<file path="config.mk">
export PLATFORM = sky130hd
export DESIGN_NAME = sample_capture_flat
export DESIGN_NICKNAME = d
export VERILOG_FILES = /design/src/source/tx_mix_pkg.sv /design/src/source/cap_if.sv /design/src/source/sample_capture.sv /design/src/flat_wrapper.sv
export SDC_FILE = /design/constraint.sdc
export NUM_CORES = 1
export LEC_CHECK = 0
export BUFFER_PORTS_ARGS = -buffer_cell sky130_fd_sc_hd__buf_2
export CAP_MARGIN = 10
export CELL_PAD_IN_SITES_DETAIL_PLACEMENT = 1
export CELL_PAD_IN_SITES_GLOBAL_PLACEMENT = 2
export CORE_ASPECT_RATIO = 1.2
export CORE_MARGIN = 4
export CORE_UTILIZATION = 55
export CTS_CLUSTER_SIZE = 40
export DETAILED_ROUTE_END_ITERATION = 8
export PLACE_DENSITY_LB_ADDON = 0.25
export SYNTH_ARGS = -nofsm -noshare
export SYNTH_HDL_FRONTEND = slang
export SYNTH_SLANG_ARGS = --single-unit
</file>
<file path="constraint.sdc">
create_clock -name sys_clk -period 6.24 [get_ports sys_clk]
set_input_delay 1.248 -clock sys_clk [delete_from_list [all_inputs] [get_ports sys_clk]]
set_output_delay 1.248 -clock sys_clk [all_outputs]
set_load 0.03 [all_outputs]
</file>
<file path="src/source/tx_mix_pkg.sv">
package tx_mix_pkg;

    // ----------------------------------------------------------
    // channel count and datapath widths
    // ----------------------------------------------------------
    localparam int NUM_CH     = 5;
    localparam int SAMPLE_W   = 16;
    // unsigned gain word, q2.30
    localparam int GAIN_W     = 32;
    localparam int GAIN_SHIFT = 30;
    // signed sample times zero-extended gain
    localparam int PROD_W     = SAMPLE_W + GAIN_W + 1;
    // five 16-bit inputs need three bits of growth
    localparam int SUM_W      = 19;
    localparam int DAC_W      = 14;
    localparam int SHIFT_W    = 3;

    // ----------------------------------------------------------
    // capture buffers
    // ----------------------------------------------------------
    localparam int CAP_IDX_W  = 16;
    localparam int LS_DEPTH   = 64;
    localparam int HS_DEPTH   = 256;

    typedef logic signed [SAMPLE_W-1:0] sample_t;
    typedef logic [GAIN_W-1:0] gain_t;
    typedef logic [DAC_W-1:0] dac_code_t;

    // upsampler source, codes 2 and 3 fall back to gained data
    typedef enum logic [1:0] {
        UP_GAINED = 2'd0,
        UP_CPU    = 2'd1
    } up_src_e;

    // dac source, codes above SRC_SUM fall back to the sum
    typedef enum logic [3:0] {
        SRC_GAIN_Y0 = 4'd0,
        SRC_GAIN_Y1 = 4'd1,
        SRC_GAIN_Y2 = 4'd2,
        SRC_GAIN_Y3 = 4'd3,
        SRC_GAIN_Y4 = 4'd4,
        SRC_TX0     = 4'd5,
        SRC_TX1     = 4'd6,
        SRC_TX2     = 4'd7,
        SRC_TX3     = 4'd8,
        SRC_TX4     = 4'd9,
        SRC_SUM     = 4'd10
    } dac_src_e;

endpackage

</file>
<file path="src/source/cap_if.sv">
`timescale 1ns/1ps

interface cap_if;

    import tx_mix_pkg::*;

    // rising edge starts a capture
    logic              arm;
    // readback address, low bits only
    logic [CAP_IDX_W-1:0] idx;
    // high once the buffer is full
    logic              done;
    // entry at idx, no read latency
    sample_t           data;

    // csr side
    modport ctrl (output arm, output idx, input done, input data);

    // buffer side
    modport engine (input arm, input idx, output done, output data);

endinterface

</file>
<file path="src/source/sample_capture.sv">
`timescale 1ns/1ps

module sample_capture #(
    parameter int DEPTH   = tx_mix_pkg::LS_DEPTH,
    // set when writes wait for the strobe
    parameter bit STROBED = 1'b1
) (
    input  logic                 sys_clk,
    input  logic                 rst,
    input  logic                 i_ce_down,
    input  tx_mix_pkg::sample_t  i_sample,
    cap_if.engine                cap
);

    import tx_mix_pkg::*;

    localparam int PTR_W = $clog2(DEPTH);

    // arm edge detect
    logic             arm_q;
    logic             arm_edge;
    // capture state
    logic             capturing;
    logic             done_q;
    logic [PTR_W-1:0] wr_ptr;
    logic             wr_en;
    logic             last_wr;
    // sample storage
    sample_t          mem [DEPTH];

    assign arm_edge = cap.arm & ~arm_q;

    // strobe gating only in the low-speed build
    assign wr_en   = capturing & (~STROBED | i_ce_down);
    assign last_wr = (wr_ptr == PTR_W'(DEPTH - 1));

    // ----------------------------------------------------------
    // capture control
    // ----------------------------------------------------------
    // an arm edge restarts from entry 0
    always_ff @(posedge sys_clk or posedge rst) begin
        if (rst) begin
            arm_q     <= 1'b0;
            capturing <= 1'b0;
            done_q    <= 1'b0;
            wr_ptr    <= '0;
        end else begin
            arm_q <= cap.arm;
            if (arm_edge) begin
                capturing <= 1'b1;
                done_q    <= 1'b0;
                wr_ptr    <= '0;
            end else if (wr_en) begin
                // last entry closes the capture
                if (last_wr) begin
                    capturing <= 1'b0;
                    done_q    <= 1'b1;
                end else begin
                    wr_ptr <= wr_ptr + PTR_W'(1);
                end
            end
        end
    end

    // ----------------------------------------------------------
    // buffer write
    // ----------------------------------------------------------
    always_ff @(posedge sys_clk) begin
        if (wr_en) begin
            mem[wr_ptr] <= i_sample;
        end
    end

    assign cap.done = done_q;

    // async readback on the low idx bits only
    assign cap.data = mem[cap.idx[PTR_W-1:0]];

endmodule

</file>
<file path="src/flat_wrapper.sv">
// flat-port wrapper written by rule: the top's interface ports become plain ports
module sample_capture_flat import tx_mix_pkg::*;
#(
    parameter int DEPTH   = tx_mix_pkg::LS_DEPTH,
                                          
    parameter bit STROBED = 1'b1
)
  (sys_clk, rst, i_ce_down, i_sample, cap_arm, cap_idx, cap_done, cap_data);
  cap_if cap_i ();
  input  logic sys_clk;
  input  logic rst;
  input  logic i_ce_down;
  input  tx_mix_pkg::sample_t i_sample;
  input wire logic [$bits(cap_i.arm)-1:0] cap_arm;
  input wire logic [$bits(cap_i.idx)-1:0] cap_idx;
  output wire logic [$bits(cap_i.done)-1:0] cap_done;
  output wire logic [$bits(cap_i.data)-1:0] cap_data;
  assign cap_i.arm = cap_arm;
  assign cap_i.idx = cap_idx;
  assign cap_done = cap_i.done;
  assign cap_data = cap_i.data;
  sample_capture #(.DEPTH(DEPTH), .STROBED(STROBED)) u_core (.sys_clk(sys_clk), .rst(rst), .i_ce_down(i_ce_down), .i_sample(i_sample), .cap(cap_i));
endmodule
</file>
After elaboration in Yosys (flattened, before gate mapping)
Memory sizes are Yosys's and may differ from the RTL's. Index checks and enable logic that the tools add are counted.

Register bits: 9. RAM bits: 1024. Bits of input ports: 36. Output and inout bits: 17. Memories kept: 1.

Add/subtract/negate cells: 1. Equal/unequal tests: 2. Mux-type cells: 11. Bitwise operators: 3. Reduce and logical (&&, ||, !) cells: 4.

Memory list: u_core.mem (depth 64, width 16, rd ports 1, clocked after Yosys merged registers in 0, wr ports 1, line sample_capture.sv:29) `sample_t mem [DEPTH];`.

Operator list (number): 2-to-1 mux 6 bit (3); 2-to-1 mux 1 bit (8); adder 6 x 1 -> 6 bit (second input constant) (1); equality test 6 bit (second input constant) (1); AND reduction 2 bit (2); nonzero test 2 bit (2); AND 1 bit (2); != test 2 x 1 -> 1 bit (second input constant) (1); NOT 1 bit (1).

Depth between registers and ports, before layout
Word-level depth: 4. Mapped depth: 9.

Worst setup path before layout
Ideal clock, no wire load.

Path type: input -> output. Start: input cap_idx[3]. End: output cap_data[0]. Arrival: 3.356 ns. Data required time: 4.992 ns. Path slack: 1.636 ns. Stages: 6. Buffers on the path: 3. Path through: clkbuf_1 clkbuf_1 buf_1 mux2i_1 nor2_1 nor4_1.

Cells in the longest elaborated chain, start to end: 1.

Ends and longest elaborated chain: start: declaration (line flat_wrapper.sv:15) `input wire logic [$bits(cap_i.idx)-1:0] cap_idx;`; memory (64 x 16 bit); end: declaration (line flat_wrapper.sv:17) `output wire logic [$bits(cap_i.data)-1:0] cap_data;`.

Every way passes these cells.

Worst setup path in the final report
Start: input cap_idx[2]. End: output cap_data[2].

The elaborated chain is that of the path after synthesis.

==> results.txt <==
----------------------------------------------------
[Floorplanning]
  Starting density of the core ... 0.557
  Die outline height ... 302 um
  Overall die area ... ~76,000 sq um
  Width of the chip ... 253 um
  Number of cell rows ... ~110
  IO Count ... 53
  Core area ... around 70,000 sq um

[Cells and area]
  Final Instance Area ... between 40,000 and 50,000 sq um
  Growth of design area from synthesis to finish ... 13.1%
  Sequential cell area in the final layout ... slightly above 30,000 sq um
  Multi-input logic area ... just over 8000 sq um
  Net total in the final layout ... a little under 2,000
  Layout cells sized above 1 ... 0.296
  FILL cells ... about 5,700

[Clock tree]
  Clock Pin Slew Worst Setup and Hold Paths ... ~60 ps
  Clock sink count ... a little over 1,000
  Clock Latency Late Sink ... 660 ps
  Post-CTS resize count ... 0
  Number of setup buffers added after CTS ... 0
  Number of clock buffers inserted by TritonCTS ... 98
  Post-cts hold buffer count ... 0
  Number of levels the H-tree was split into ... 3
  Worst-case clock buffer depth ... 3
  Clock tree from TritonCTS ... yes
  Buffer type at the clock tree root ... clkbuf_16

[Setup path]
  Critical Path Sink Type ... output port
  Setup crit start kind ... input pin
  Setup slack of the most critical reg-to-reg path ... 3710 ps
  WP data arrival ... about 4000 ps
  Worst endpoint required time ... between 4000 and 5000 ps
  Number of cells traversed by the worst register-to-register path ... 5
  Critical path's largest stage delay ... about 760 ps
  Cell mode on critical path ... mux2i_1
  Peak fanout along the critical path ... 38
  Slowest cell on the critical path ... nor4_1
  CP Cell Sequence ... buf_6, buf_4, mux4_2, mux2i_1, mux2i_1, nor2_1, nor4_1, buf_2
  Type of the worst setup path ... input pin to output port

[Placed design]
  Number of input and output port buffers inserted ... 42
  Placed Instance Area ... 41,400 sq um
  Last weighted congestion value of the routability-driven placer ... 0.824
  Hpwl dp ... approximately 58,000 um
  Worst setup slack before clock tree synthesis ... between 900 and 1000 ps

[Routing]
  Via total after detailed routing ... between 15,000 and 20,000
  Total wire length after detailed routing ... around 100,000 um
  First-pass detailed-route iteration total ... 5
  Average via count per standard cell ... 6.49
  Post-detailed-route DRC marker count ... 0
  Starting DRC count in detailed routing ... 1,972
  DR WL/cell ... 33.5 um
  Remaining antenna violation count after routing ... 0

[Pwr]
  Static leakage ... around 0.014 uW
  Final Power ... 14,800 uW
  Worst-case vdd ir drop ... between 0.2 and 0.3 mV
  Power Density ... roughly 330 nW/um^2

[Global routing]
  Number of antenna violations at the first check in global routing ... 1
  Total global routing track utilization ... 0.265
  Remaining Overflow, GRT ... 0
  Via count of the first global-routing pass ... 20,700
  Pin count of the biggest net entering global routing ... 65
  First-pass GRT wire length ... approximately 140,000 um

[Synth]
  Library cells used by synthesis ... just over 40
  Commonest cells in the synthesized netlist ... edfxtp_1, mux4_2, nor2_1
  Synthesized Nets ... roughly 1,800
  Synth Instances ... around 1,800
  Number of enable-type register cells in the synthesized netlist ... approximately 1,000
  Synthesized area divided by synthesized cell count ... ~22 sq um
  Synth top area cells ... edfxtp_1, mux4_2, mux2_2, nor2_1, o22ai_1
  Post-synthesis register bit count ... around 1,000
  Flip-flop cell with the highest count after synthesis ... edfxtp_1
  Warning count from the yosys run ... 0
  Total standard cell area after synthesis ... ~40,000 sq um
  Cell with the most instances after synthesis ... edfxtp_1
  Cell taking the most area after synthesis ... edfxtp_1
  Async set or reset register ratio after synthesis ... 0.00871
  Share of the yosys chip area belonging to registers ... 0.781
  Post-synth top area share ... 0.775

[Timing]
  Fin worst setup slack ... between 800 and 900 ps
  TNS Setup ... 0 ps
  Fmax ... around 190 MHz
  Setup repair after global routing missed its margin ... no
  Final Max Tran Viols ... 0
  Slew Limit Headroom ... 0.164
  Clock skew ... roughly 32 ps
  Min cycle time layout ... between 5000 and 6000 ps
  Transition at the pin with the smallest max-transition slack ... approximately 1300 ps
  Period utilisation layout ... 0.857
  Count of final hold-check violations ... 0
  Number of setup violations in the final report ... 0

[Worst hold path]
  Class of the worst hold path ... flip-flop to flip-flop
  Hold Path Depth ... 1

[Job]
  Max Cap Violations ... 0

[Status]
  Status ... completed

----------------------------------------------------
[kinds of logic after synthesis]
logic type               after synthesis  synth area share
adder cells (fa/ha/maj)                1          0.000315
flip-flops                          1033             0.781
AND/OR/NAND/NOR                      220            0.0249
AO/OA/AOI/OAI                        107            0.0179
buffers and inverters                 94            0.0140
XOR/XNOR                               4          0.000884
multiplexers                         313             0.161
[per-layer routing]
| metal | global-route usage | wire length [um] |
|---|---|---|
| met5 | 0 | 0 |
| met4 | 0.0874 | 3100 |
| met1 | 0.351 | 37700 |
| met2 | 0.459 | 52400 |
| met3 | 0.0395 | 5610 |
[registers in the layout (all words and copies together), names as in the netlist]
signal	flops
u_core.arm_q	1
u_core.capturing	1
u_core.cap.done	1
u_core.wr_ptr	6
u_core.mem	1024
[layout make-up]
cell class	instances	share of cell area
Antenna cell	1	0.0000558
Inverter	3	0.000251
Clock buffer	125	0.0581
Timing Repair Buffer	158	0.0275
Multi-Input combinational cell	645	0.181
Tap cell	926	0.0258
Sequential cell	1033	0.691
Clock inverter	56	0.0165
[worst paths after layout]
check	start	end
setup / recovery	cap_idx[2]	cap_data[2]
hold / removal	u_core.capturing$_DFFE_PP0P_	u_core.capturing$_DFFE_PP0P_
setup reg to reg	u_core.capturing$_DFFE_PP0P_	u_core.mem[8][10]$_DFFE_PP_
hold reg to reg	u_core.capturing$_DFFE_PP0P_	u_core.capturing$_DFFE_PP0P_
max in group asynchronous	rst	u_core.wr_ptr[4]$_DFFE_PP0P_
min in group asynchronous	rst	u_core.arm_q$_DFF_PP0_
[per-stage QoR]
step / cells / utilization / hold WS (ps)
global route: 2946 / 0.630 / 588
floorplan: 1772 / - / 489
global placement: 2760 / 0.581 / 513
detailed placement: 2760 / 0.581 / 542
finish: 2947 / 0.630 / 557
CTS: 2941 / 0.628 / 558
[where the power goes]
group | total, uW | switching, uW | internal (uW)
sequential | 7780 | 39.3 | 7740
clock | 6200 | 2530 | 3660
combinational | 872 | 570 | 302
[worst max-delay path, delay by kind of cell]
kind / cells / cell delay [ps]
buf+inv: 3 / 1150
mux: 3 / 650
simple gates: 2 / 940
[cells in the final DEF, fill, tap and decap left out, types with 2 or more instances in the layout]
cell           n
nor4_1        19
clkinv_2      15
nand3b_1       4
buf_2         39
and2_1         2
buf_12        10
o22ai_1       45
bufinv_16     17
mux4_2       256
a21o_1         9
xor2_1         3
buf_8          2
inv_6          3
clkbuf_1      24
clkinv_1      14
o221ai_1       8
clkbuf_16    100
o21ai_0       14
a311oi_1       3
nand3_1       29
o22a_1         5
nand2_1       61
a22oi_1        3
a21oi_1        5
or3b_2         2
a31oi_1        8
nor2b_1       10
mux2_2        35
a211oi_1       6
mux2i_1       22
dfrtp_1        9
nor2_1        85
clkinvlp_4     4
buf_4        106
inv_1          2
or2_2          2
edfxtp_1    1024
No activity file was read; power rests on OpenSTA's default activity.
