### config.mk
export PLATFORM = sky130hd
export DESIGN_NAME = dac_route
export DESIGN_NICKNAME = d
export VERILOG_FILES = /design/src/source/tx_mix_pkg.sv /design/src/source/dac_route.sv
export SDC_FILE = /design/constraint.sdc
export NUM_CORES = 1
export LEC_CHECK = 0
export ABC_AREA = 0
export BUFFER_PORTS_ARGS = -buffer_cell sky130_fd_sc_hd__buf_2
export CAP_MARGIN = 20
export CORE_AREA = 2 2 76 78
export CTS_CLUSTER_DIAMETER = 40
export DETAILED_ROUTE_END_ITERATION = 10
export DIE_AREA = 0 0 78 80
export PLACE_DENSITY = 0.9
export SLEW_MARGIN = 20
export SYNTH_ARGS = -nofsm -noshare
export SYNTH_HDL_FRONTEND = slang
export SYNTH_SLANG_ARGS = --single-unit
export TNS_END_PERCENT = 20
### constraint.sdc
create_clock -name sys_clk -period 0.8 [get_ports sys_clk]
set_input_delay 0.04 -clock sys_clk [delete_from_list [all_inputs] [get_ports sys_clk]]
set_output_delay 0.04 -clock sys_clk [all_outputs]
set_load 0.005 [all_outputs]
### src/source/tx_mix_pkg.sv
package tx_mix_pkg;

    // ----------------------------------------------------------
    // channel count and datapath widths
    // ----------------------------------------------------------
    localparam int NUM_CH     = 5;
    localparam int SAMPLE_W   = 16;
    // unsigned gain word, q2.30
    localparam int GAIN_W     = 32;
    localparam int GAIN_SHIFT = 30;
    // signed sample times zero-extended gain
    localparam int PROD_W     = SAMPLE_W + GAIN_W + 1;
    // five 16-bit inputs need three bits of growth
    localparam int SUM_W      = 19;
    localparam int DAC_W      = 14;
    localparam int SHIFT_W    = 3;

    // ----------------------------------------------------------
    // capture buffers
    // ----------------------------------------------------------
    localparam int CAP_IDX_W  = 16;
    localparam int LS_DEPTH   = 64;
    localparam int HS_DEPTH   = 256;

    typedef logic signed [SAMPLE_W-1:0] sample_t;
    typedef logic [GAIN_W-1:0] gain_t;
    typedef logic [DAC_W-1:0] dac_code_t;

    // upsampler source, codes 2 and 3 fall back to gained data
    typedef enum logic [1:0] {
        UP_GAINED = 2'd0,
        UP_CPU    = 2'd1
    } up_src_e;

    // dac source, codes above SRC_SUM fall back to the sum
    typedef enum logic [3:0] {
        SRC_GAIN_Y0 = 4'd0,
        SRC_GAIN_Y1 = 4'd1,
        SRC_GAIN_Y2 = 4'd2,
        SRC_GAIN_Y3 = 4'd3,
        SRC_GAIN_Y4 = 4'd4,
        SRC_TX0     = 4'd5,
        SRC_TX1     = 4'd6,
        SRC_TX2     = 4'd7,
        SRC_TX3     = 4'd8,
        SRC_TX4     = 4'd9,
        SRC_SUM     = 4'd10
    } dac_src_e;

endpackage

### src/source/dac_route.sv
`timescale 1ns/1ps

module dac_route (
    input  logic                                  sys_clk,
    input  logic                                  rst,
    input  tx_mix_pkg::dac_src_e                  i_sel,
    input  tx_mix_pkg::sample_t                   i_gained_y [tx_mix_pkg::NUM_CH],
    input  tx_mix_pkg::sample_t                   i_tx_in [tx_mix_pkg::NUM_CH],
    input  logic signed [tx_mix_pkg::SUM_W-1:0]   i_sum_full,
    output tx_mix_pkg::dac_code_t                 o_dac
);

    import tx_mix_pkg::*;

    // two's complement code before the offset
    dac_code_t src_code;

    // ----------------------------------------------------------
    // source select, top 14 bits of each source
    // ----------------------------------------------------------
    always_comb begin
        case (i_sel)
            SRC_GAIN_Y0: src_code = i_gained_y[0][SAMPLE_W-1 -: DAC_W];
            SRC_GAIN_Y1: src_code = i_gained_y[1][SAMPLE_W-1 -: DAC_W];
            SRC_GAIN_Y2: src_code = i_gained_y[2][SAMPLE_W-1 -: DAC_W];
            SRC_GAIN_Y3: src_code = i_gained_y[3][SAMPLE_W-1 -: DAC_W];
            SRC_GAIN_Y4: src_code = i_gained_y[4][SAMPLE_W-1 -: DAC_W];
            SRC_TX0:     src_code = i_tx_in[0][SAMPLE_W-1 -: DAC_W];
            SRC_TX1:     src_code = i_tx_in[1][SAMPLE_W-1 -: DAC_W];
            SRC_TX2:     src_code = i_tx_in[2][SAMPLE_W-1 -: DAC_W];
            SRC_TX3:     src_code = i_tx_in[3][SAMPLE_W-1 -: DAC_W];
            SRC_TX4:     src_code = i_tx_in[4][SAMPLE_W-1 -: DAC_W];
            // sum and any unlisted code
            default:     src_code = i_sum_full[SUM_W-1 -: DAC_W];
        endcase
    end

    // ----------------------------------------------------------
    // offset-binary register
    // ----------------------------------------------------------
    // flipping the msb is the +8192 offset, midscale = 0x2000
    always_ff @(posedge sys_clk or posedge rst) begin
        if (rst) begin
            o_dac <= '0;
        end else begin
            o_dac <= {~src_code[DAC_W-1], src_code[DAC_W-2:0]};
        end
    end

endmodule

Yosys cells after proc, flatten, opt, wreduce, memory -nomap -nowiden

Cells that the tools add are included.

Equality and inequality tests: 9
Muxes and demuxes: 1
Bitwise gates (word level): 1
Reductions and logical operators: 1

Operators with widths:

| operator             | number |
|---|---|
| $pmux W14 S10        | 1 |
| $eq A4 B3 Y1 const B | 4 |
| $eq A4 B2 Y1 const B | 2 |
| $eq A4 B4 Y1 const B | 2 |
| $eq A4 B1 Y1 const B | 1 |
| $logic_not A4 Y1     | 1 |
| $not A1 Y1           | 1 |

Bits in registers: 14
Input bits: 185
Output and inout bits: 14

Longest topological paths before layout

Gate-level depths: netlist (run 1).

Word-level depth: 3
Mapped depth: 7
Depth with buffers taken out: 4

Least setup slack after synthesis (run 1)

No wires, ideal clock.

Path kind: input-to-reg
From: in i_sel[1]
To: reg o_dac[1]
Library setup time: 0.086 ns
Arrival: 1.101 ns
Data required time: 0.714 ns
Slack: -0.386 ns
Stages on the path: 5
Buffers on the path: 2
Cells stage by stage: buf_4 -> buf_6 -> inv_2 -> mux4_2 -> a32oi_1

Longest elaborated chain between the ends: 2

RTL lines:

| what                                 | line            | text |
|---|---|---|
| from (decl)                          | dac_route.sv:6  | `input tx_mix_pkg::dac_src_e i_sel,` |
| $eq A4 B4 Y1 (tied with other cells) | dac_route.sv:22 | `case (i_sel)` |
| $pmux W14 S10 (*)                    | dac_route.sv:22 |  |
| named net src_code[1]                | dac_route.sv:16 | `dac_code_t src_code;` |
| to (signal assigned)                 | dac_route.sv:46 | `o_dac <= {~src_code[DAC_W-1], src_code[DAC_W-2:0]};` |
| to (decl)                            | dac_route.sv:10 | `output tx_mix_pkg::dac_code_t o_dac` |

The timed path passes the listed nets; every way through them passes the cells marked *.

Final worst setup path (run 1)

From: in i_sel[2]
To: reg o_dac[0]

The elaborated chain is that of the path after synthesis.

==> reports/metrics.csv, run 1 <==
stage,metric,value,unit
clock_network,H-tree Lvls,1,
sta,Fmax,998,MHz
placed_design,gpl congestion,0.887,
synthesis,number of synthesized flops with an enable pin,0,
synthesis,Seq cells post-synth,14,
synthesis,synthesized area per cell,8.23,um^2
run,MaxCap Viol Count,0,
sta,Final Worst Setup Slack,-0.202,ns
sta,RSZ-0062 raised after global routing,yes,
setup_path,CP Class,input port to flip-flop,
detailed_routing,Via-to-Cell Ratio,5.58,
status,failing checks,negative setup slack,
setup_path,Arrival @ worst endpoint,1.13,ns
status,status,"finished, violations left",
synthesis,Syn Inst Count,238,
detailed_routing,per-cell routed wire length,17.6,um
power,Cell Pwr Density,893,nW/um^2
sta,crit path time final,1.00,ns
sta,worst slew pin tran,0.451,ns
detailed_routing,drt drc,0,
detailed_routing,DRT antenna net count,0,
worst_hold_path,min-delay worst type,input port to flip-flop,
setup_path,CP Max Fanout,9,
sta,Slew HR,69.8,%
placed_design,hpwl dp,7.24,mm
finish,Layout area overhead,84.5,%
sta,fin crit share,125,%
synthesis,Syn Nets,423,
global_routing,vias in the first global route,3002,
global_routing,pin count of the biggest net entering global routing,21,
global_routing,Total GRT Usage,28.1,%
finish,nets,638,
detailed_routing,vias,2918,
clock_network,# clock sinks,14,
global_routing,initial antenna violation count,0,
finish,fin cells,523,
sta,setup violators final,14,
synthesis,synth unique cells,58,
setup_path,worst path required time,0.93,ns
placed_design,Port Buffers,173,
die,I/O pins,199,
clock_network,"CTS clk-pin slew, worst paths",0.07,ns
die,Die W,78,um
setup_path,crit start category,input port,
synthesis,sequential-to-total area share from yosys stat,17.9,%
detailed_routing,DRT Wirelength,9.19,mm
clock_network,clock root buffer,clkbuf_8,
finish,most frequent cells in the layout,"buf_2, buf_4, mux2i_1",
finish,# diodes,0,
detailed_routing,Initial DRT Pass Iterations,5,
synthesis,Syn. warnings,0,
global_routing,grt ovf,0,
synthesis,ys flop type,dfrtp_1,
finish,Biggest register,o_dac,
sta,Setup TNS,-2.05,ns
finish,max FFs per register,14,
placed_design,placed cell count,506,
global_routing,first-pass GRT wire length,14.0,mm
sta,final hold vios,0,
finish,share of cells above drive strength 1,62.5,%
synthesis,Synth async-reset ratio,100,%
power,Power Total,3.23,mW
die,core area,5410,um^2
sta,"Slew Viols, Final",0,
power,Worst VDD drop,561,uV
clock_network,CTS tree,built,
finish,Largest regs,o_dac (14),
setup_path,CP Capture Type,flip-flop,
die,die area,6240,um^2
die,Die H,80,um
synthesis,post-synthesis cell area,1960,um^2
finish,"most common cell after layout, fill and taps aside",buf_2,
power,Pleak,1.80,nW
die,row count,27,
die,initial core utilization,36.2,%
clock_network,CTS buffer count,3,
clock_network,clk buf depth,2,
detailed_routing,Iter 0 DRT Violations,253,
-- where the power goes --
| group | internal, mW | switching, mW |
|---|---|---|
| clock | 0.333 | 0.276 |
| sequential | 0.792 | 0.0210 |
| combinational | 1.01 | 0.790 |
-- cell type report --
type,instances,area [um^2]
clock buffers,3,41.3
fillers,466,1790
inverters,5,26.3
multi-input cells,195,1580
flip-flops and latches,14,350
well taps,72,90.1
repair buffers,234,1530
-- critical path: stages --
cell	delay (ns)
buf_12	0.11
buf_6	0.11
mux2_2	0.34
a21oi_1	0.16
nor2_1	0.07
o32a_1	0.30
-- kinds of logic (layout without fill, tap and decap cells) --
group,Yosys count,in the layout,share of synthesized area [%]
compound gates,83,83,31.1
simple gates,72,72,18.9
mux,40,40,23.1
buf+inv,29,242,9.07
flops,14,14,17.9
-- Yosys cell counts (2+ instances only) --
| master | number | share of area [%] |
|---|---|---|
| buf_6 | 3 | 1.7 |
| o31a_1 | 2 | 0.89 |
| nand3_1 | 12 | 3.1 |
| a211oi_1 | 5 | 1.9 |
| inv_2 | 2 | 0.38 |
| inv_1 | 3 | 0.58 |
| mux2_2 | 11 | 6.3 |
| a32oi_1 | 3 | 1.3 |
| a221oi_1 | 3 | 1.3 |
| mux4_2 | 3 | 3.5 |
| nor2_1 | 15 | 2.9 |
| dfrtp_1 | 14 | 18 |
| a31oi_1 | 10 | 3.2 |
| o221ai_1 | 2 | 0.89 |
| clkbuf_1 | 4 | 0.77 |
| buf_2 | 10 | 2.6 |
| nor3_1 | 6 | 1.5 |
| and3_1 | 4 | 1.3 |
| o2bb2ai_1 | 3 | 1.3 |
| mux2i_1 | 25 | 13 |
| nand3b_1 | 2 | 0.77 |
| nor2b_1 | 3 | 0.96 |
| a22oi_1 | 5 | 1.9 |
| and2_1 | 3 | 0.96 |
| a21oi_1 | 14 | 3.6 |
| buf_4 | 6 | 2.3 |
| o2111ai_1 | 2 | 0.89 |
| a2bb2oi_1 | 2 | 0.89 |
| nand2_1 | 18 | 3.5 |
| a221o_1 | 2 | 1.0 |
| o22ai_1 | 3 | 0.96 |
| o21ai_0 | 12 | 3.1 |
-- repair_timing --
action                                  in CTS  in global routing
buffers inserted                            11                  1
endpoints found under the setup margin      14                 17
endpoints found under the hold margin       15                  0
pin swaps                                   22                  8
gates resized for setup                     44                 21
hold buffers                                 2                  0
gates cloned                                 1                  0
-- metal layers --
metal,GRT usage (%),vias to the layer above,share of wire (%)
met5,0,-,0
met4,11.1,0,3.3
met3,4.86,34,8.5
met2,52.4,197,51
met1,31.7,1333,38
li1,-,1354,-
-- through the flow --
| step | cell area (um^2) | hold WS, ns | setup WS (ns) | utilization [%] |
|---|---|---|---|---|
| CTS | 3550 | 0.0301 | -0.205 | 65.7 |
| global placement | 3200 | 0.0542 | -0.540 | 59.2 |
| detailed placement | 3200 | 0.0560 | -0.579 | 59.2 |
| global route | 3610 | 0.0149 | -0.244 | 66.9 |
| finish | 3610 | 0.0366 | -0.202 | 66.9 |
| floorplan | 2000 | -0.0708 | -0.294 | - |
-- worst paths after layout --
check                               from         to  slack, ns  cells after the start
setup / recovery                i_sel[2]   o_dac[0]      -0.20                      6
hold / removal             i_sum_full[8]   o_dac[3]       0.04                      2
max in group asynchronous            rst  o_dac[13]       0.28                      4
min in group asynchronous            rst   o_dac[8]       0.33                      4
Power figures use the tool's default switching activity.
==> run 2, diff against run 1 <==
Settings changed: SETUP_SLACK_MARGIN set to 0.5.
==> run 2 against run 1 <==
The run ends with negative hold slack, negative setup slack left; cell count rose by 2.3%; core utilization rose by 3.9 points; global-route usage rose by 1.8 points; critical path type unchanged; count of clock-buffer cells in the layout rose by 1; sequential share of layout area fell by 0.53 points; setup slack got worse by 0.035 ns; non-clock buffer count rose by 11; largest cell class is now non-clock buffers; sequential power barely moved; die area did not move; routed wire length rose by 14%.
==> reports/metrics.csv, run 2 (synthesized netlist as in run 1, its figures left out) <==
stage,metric,value,unit,change
status,status,"finished, violations left",,unchanged
status,failing checks,"negative hold slack, negative setup slack",,was negative setup slack
sta,setup violators final,16,,was 14
worst_hold_path,min-delay worst type,input port to async pin,,was input port to flip-flop
placed_design,DP Area,3250,um^2,was 3200 um^2
global_routing,grt ovf,0,,unchanged
power,Cell Pwr Density,928,nW/um^2,was 893 nW/um^2
global_routing,vias in the first global route,3059,,"was 3,002"
run,MaxCap Viol Count,0,,unchanged
setup_path,Arrival @ worst endpoint,1.16,ns,was 1.13 ns
finish,share of cells above drive strength 1,65.9,%,was 62.5%
global_routing,first-pass GRT wire length,14.6,mm,was 14.0 mm
clock_network,"CTS clk-pin slew, worst paths",0.07,ns,about the same
sta,hold_ws,-0.215,ns,was 0.0366 ns
finish,Seq. cell area,350,um^2,unchanged
sta,Slew HR,79.2,%,was 69.8%
finish,fin cells,535,,was 523
detailed_routing,Via-to-Cell Ratio,5.84,,was 5.58
sta,fin crit share,130,%,was 125%
die,Die W,78,um,unchanged
placed_design,Port Buffers,173,,unchanged
global_routing,initial antenna violation count,0,,unchanged
finish,final core occ,70.7,%,was 66.9%
finish,Final Instance Area,3820,um^2,was 3610 um^2
sta,Final Worst Setup Slack,-0.237,ns,was -0.202 ns
sta,crit path time final,1.04,ns,was 1.00 ns
finish,Fill cells,415,,was 466
clock_network,CTS tree,built,,unchanged
clock_network,CTS buffer count,3,,unchanged
die,core area,5410,um^2,unchanged
detailed_routing,vias,3124,,"was 2,918"
sta,Setup TNS,-2.04,ns,was -2.05 ns
finish,nets,649,,was 638
finish,max FFs per register,14,,unchanged
sta,final hold vios,15,,was 0
detailed_routing,Iter 0 DRT Violations,381,,was 253
die,die area,6240,um^2,unchanged
die,Die H,80,um,unchanged
detailed_routing,drt drc,0,,unchanged
setup_path,Max stage delay on crit path,0.32,ns,was 0.34 ns
sta,worst slew pin tran,0.310,ns,was 0.451 ns
global_routing,Total GRT Usage,30.0,%,was 28.1%
placed_design,gpl congestion,0.918,,was 0.887
placed_design,placed cell count,512,,was 506
clock_network,H-tree Lvls,1,,unchanged
detailed_routing,DRT antenna net count,0,,unchanged
global_routing,pin count of the biggest net entering global routing,18,,was 21
clock_network,# clock sinks,14,,unchanged
setup_path,CP Max Fanout,7,,was 9
detailed_routing,DRT Wirelength,10.5,mm,was 9.19 mm
detailed_routing,per-cell routed wire length,19.6,um,was 17.6 um
finish,most frequent cells in the layout,"buf_2, buf_4, mux2i_1",,unchanged
setup_path,"slowest stage cell, crit path",a221oi_1,,was mux2_2
die,row count,27,,unchanged
power,Pleak,1.90,nW,was 1.80 nW
clock_network,clk buf depth,2,,unchanged
setup_path,crit start category,input port,,unchanged
detailed_routing,Initial DRT Pass Iterations,7,,was 5
sta,"Slew Viols, Final",0,,unchanged
finish,Largest regs,o_dac (14),,unchanged
sta,Fmax,964,MHz,was 998 MHz
setup_path,crit path buf inv count,2,,unchanged
sta,RSZ-0062 raised after global routing,yes,,unchanged
finish,Biggest register,o_dac,,unchanged
die,I/O pins,199,,unchanged
clock_network,clock root buffer,clkbuf_8,,unchanged
finish,Layout area overhead,95.3,%,was 84.5%
power,Worst VDD drop,565,uV,was 561 uV
setup_path,CP Cell Sequence,"buf_12, and2b_2, buf_4, a221oi_1, or3_1, a41oi_2",,"was buf_12, buf_6, mux2_2, a21oi_1, nor2_1, o32a_1"
finish,multi-input logic area,1640,um^2,was 1580 um^2
placed_design,hpwl dp,7.47,mm,was 7.24 mm
setup_path,worst path required time,0.92,ns,was 0.93 ns
setup_path,CP Capture Type,flip-flop,,unchanged
setup_path,critical path's top delay family,simple AND/OR/NAND/NOR gates,,was compound AO/OA/AOI/OAI gates
die,initial core utilization,36.2,%,unchanged
finish,"most common cell after layout, fill and taps aside",buf_2,,unchanged
setup_path,CP Class,input port to flip-flop,,unchanged
finish,# diodes,0,,unchanged
[run 2: cell count changes in the layout (fill, tap and decap cells not counted), moves of 3 or more]
cell	change
buf_4	+6
buf_6	+4
mux2i_1	-3
mux2i_2	+3
[run 2: timing repair]
item | 4_1_cts | 5_1_grt
endpoints found under the hold margin | 15 | 15
pin swaps | 18 | 15
endpoints found under the setup margin | 28 | 28
buffers inserted | 9 | 7
resized for setup | 41 | 43
gates cloned | 1 | 2
[run 2: worst paths after layout]
kind / start / endpoint / slack [ns] / depth (start not counted)
setup / recovery: i_sel[2] / o_dac[6] / -0.24 / 6
hold / removal: rst / o_dac[12] / -0.21 / 3
max in group asynchronous: rst / o_dac[7] / 0.83 / 3
min in group sys_clk: i_sum_full[18] / o_dac[13] / -0.03 / 2
[run 2: tightest hold or removal path: stages]
cell	delay, ns
buf_2	0.09
inv_1	0.04
buf_4	0.23
[run 2: power by group]
group	internal (mW)	switching (mW)	leakage [nW]	total [mW]
registers	0.792	0.0226	0.161	0.815
logic	1.10	0.886	1.71	1.98
clock network	0.437	0.316	0.0288	0.753
[run 2: final cells by class]
class                           count  share of cell area (%)
Tap cell                           72                    2.36
Clock buffer                        4                    1.44
Multi-Input combinational cell    195                    42.8
Sequential cell                    14                    9.16
Inverter                            5                   0.785
Timing Repair Buffer              245                    43.5
[run 2: stage by stage]
| step | total power [mW] | worst slack (ns) |
|---|---|---|
| after floorplan | 1.58 | -0.294 |
| final | 3.55 | -0.237 |
| after global routing | 3.68 | -0.279 |
| after global placement | 2.36 | -0.533 |
| after CTS | 3.28 | -0.205 |
| after detailed placement | 2.41 | -0.601 |
[run 2: routing by layer]
metal / track usage (%) / vias to the layer above / part of all wire, %
met1: 37.0 / 1414 / 37
li1: - / 1385 / -
met4: 11.4 / 0 / 4.2
met5: 0 / - / 0
met3: 3.96 / 55 / 10
met2: 53.0 / 270 / 49
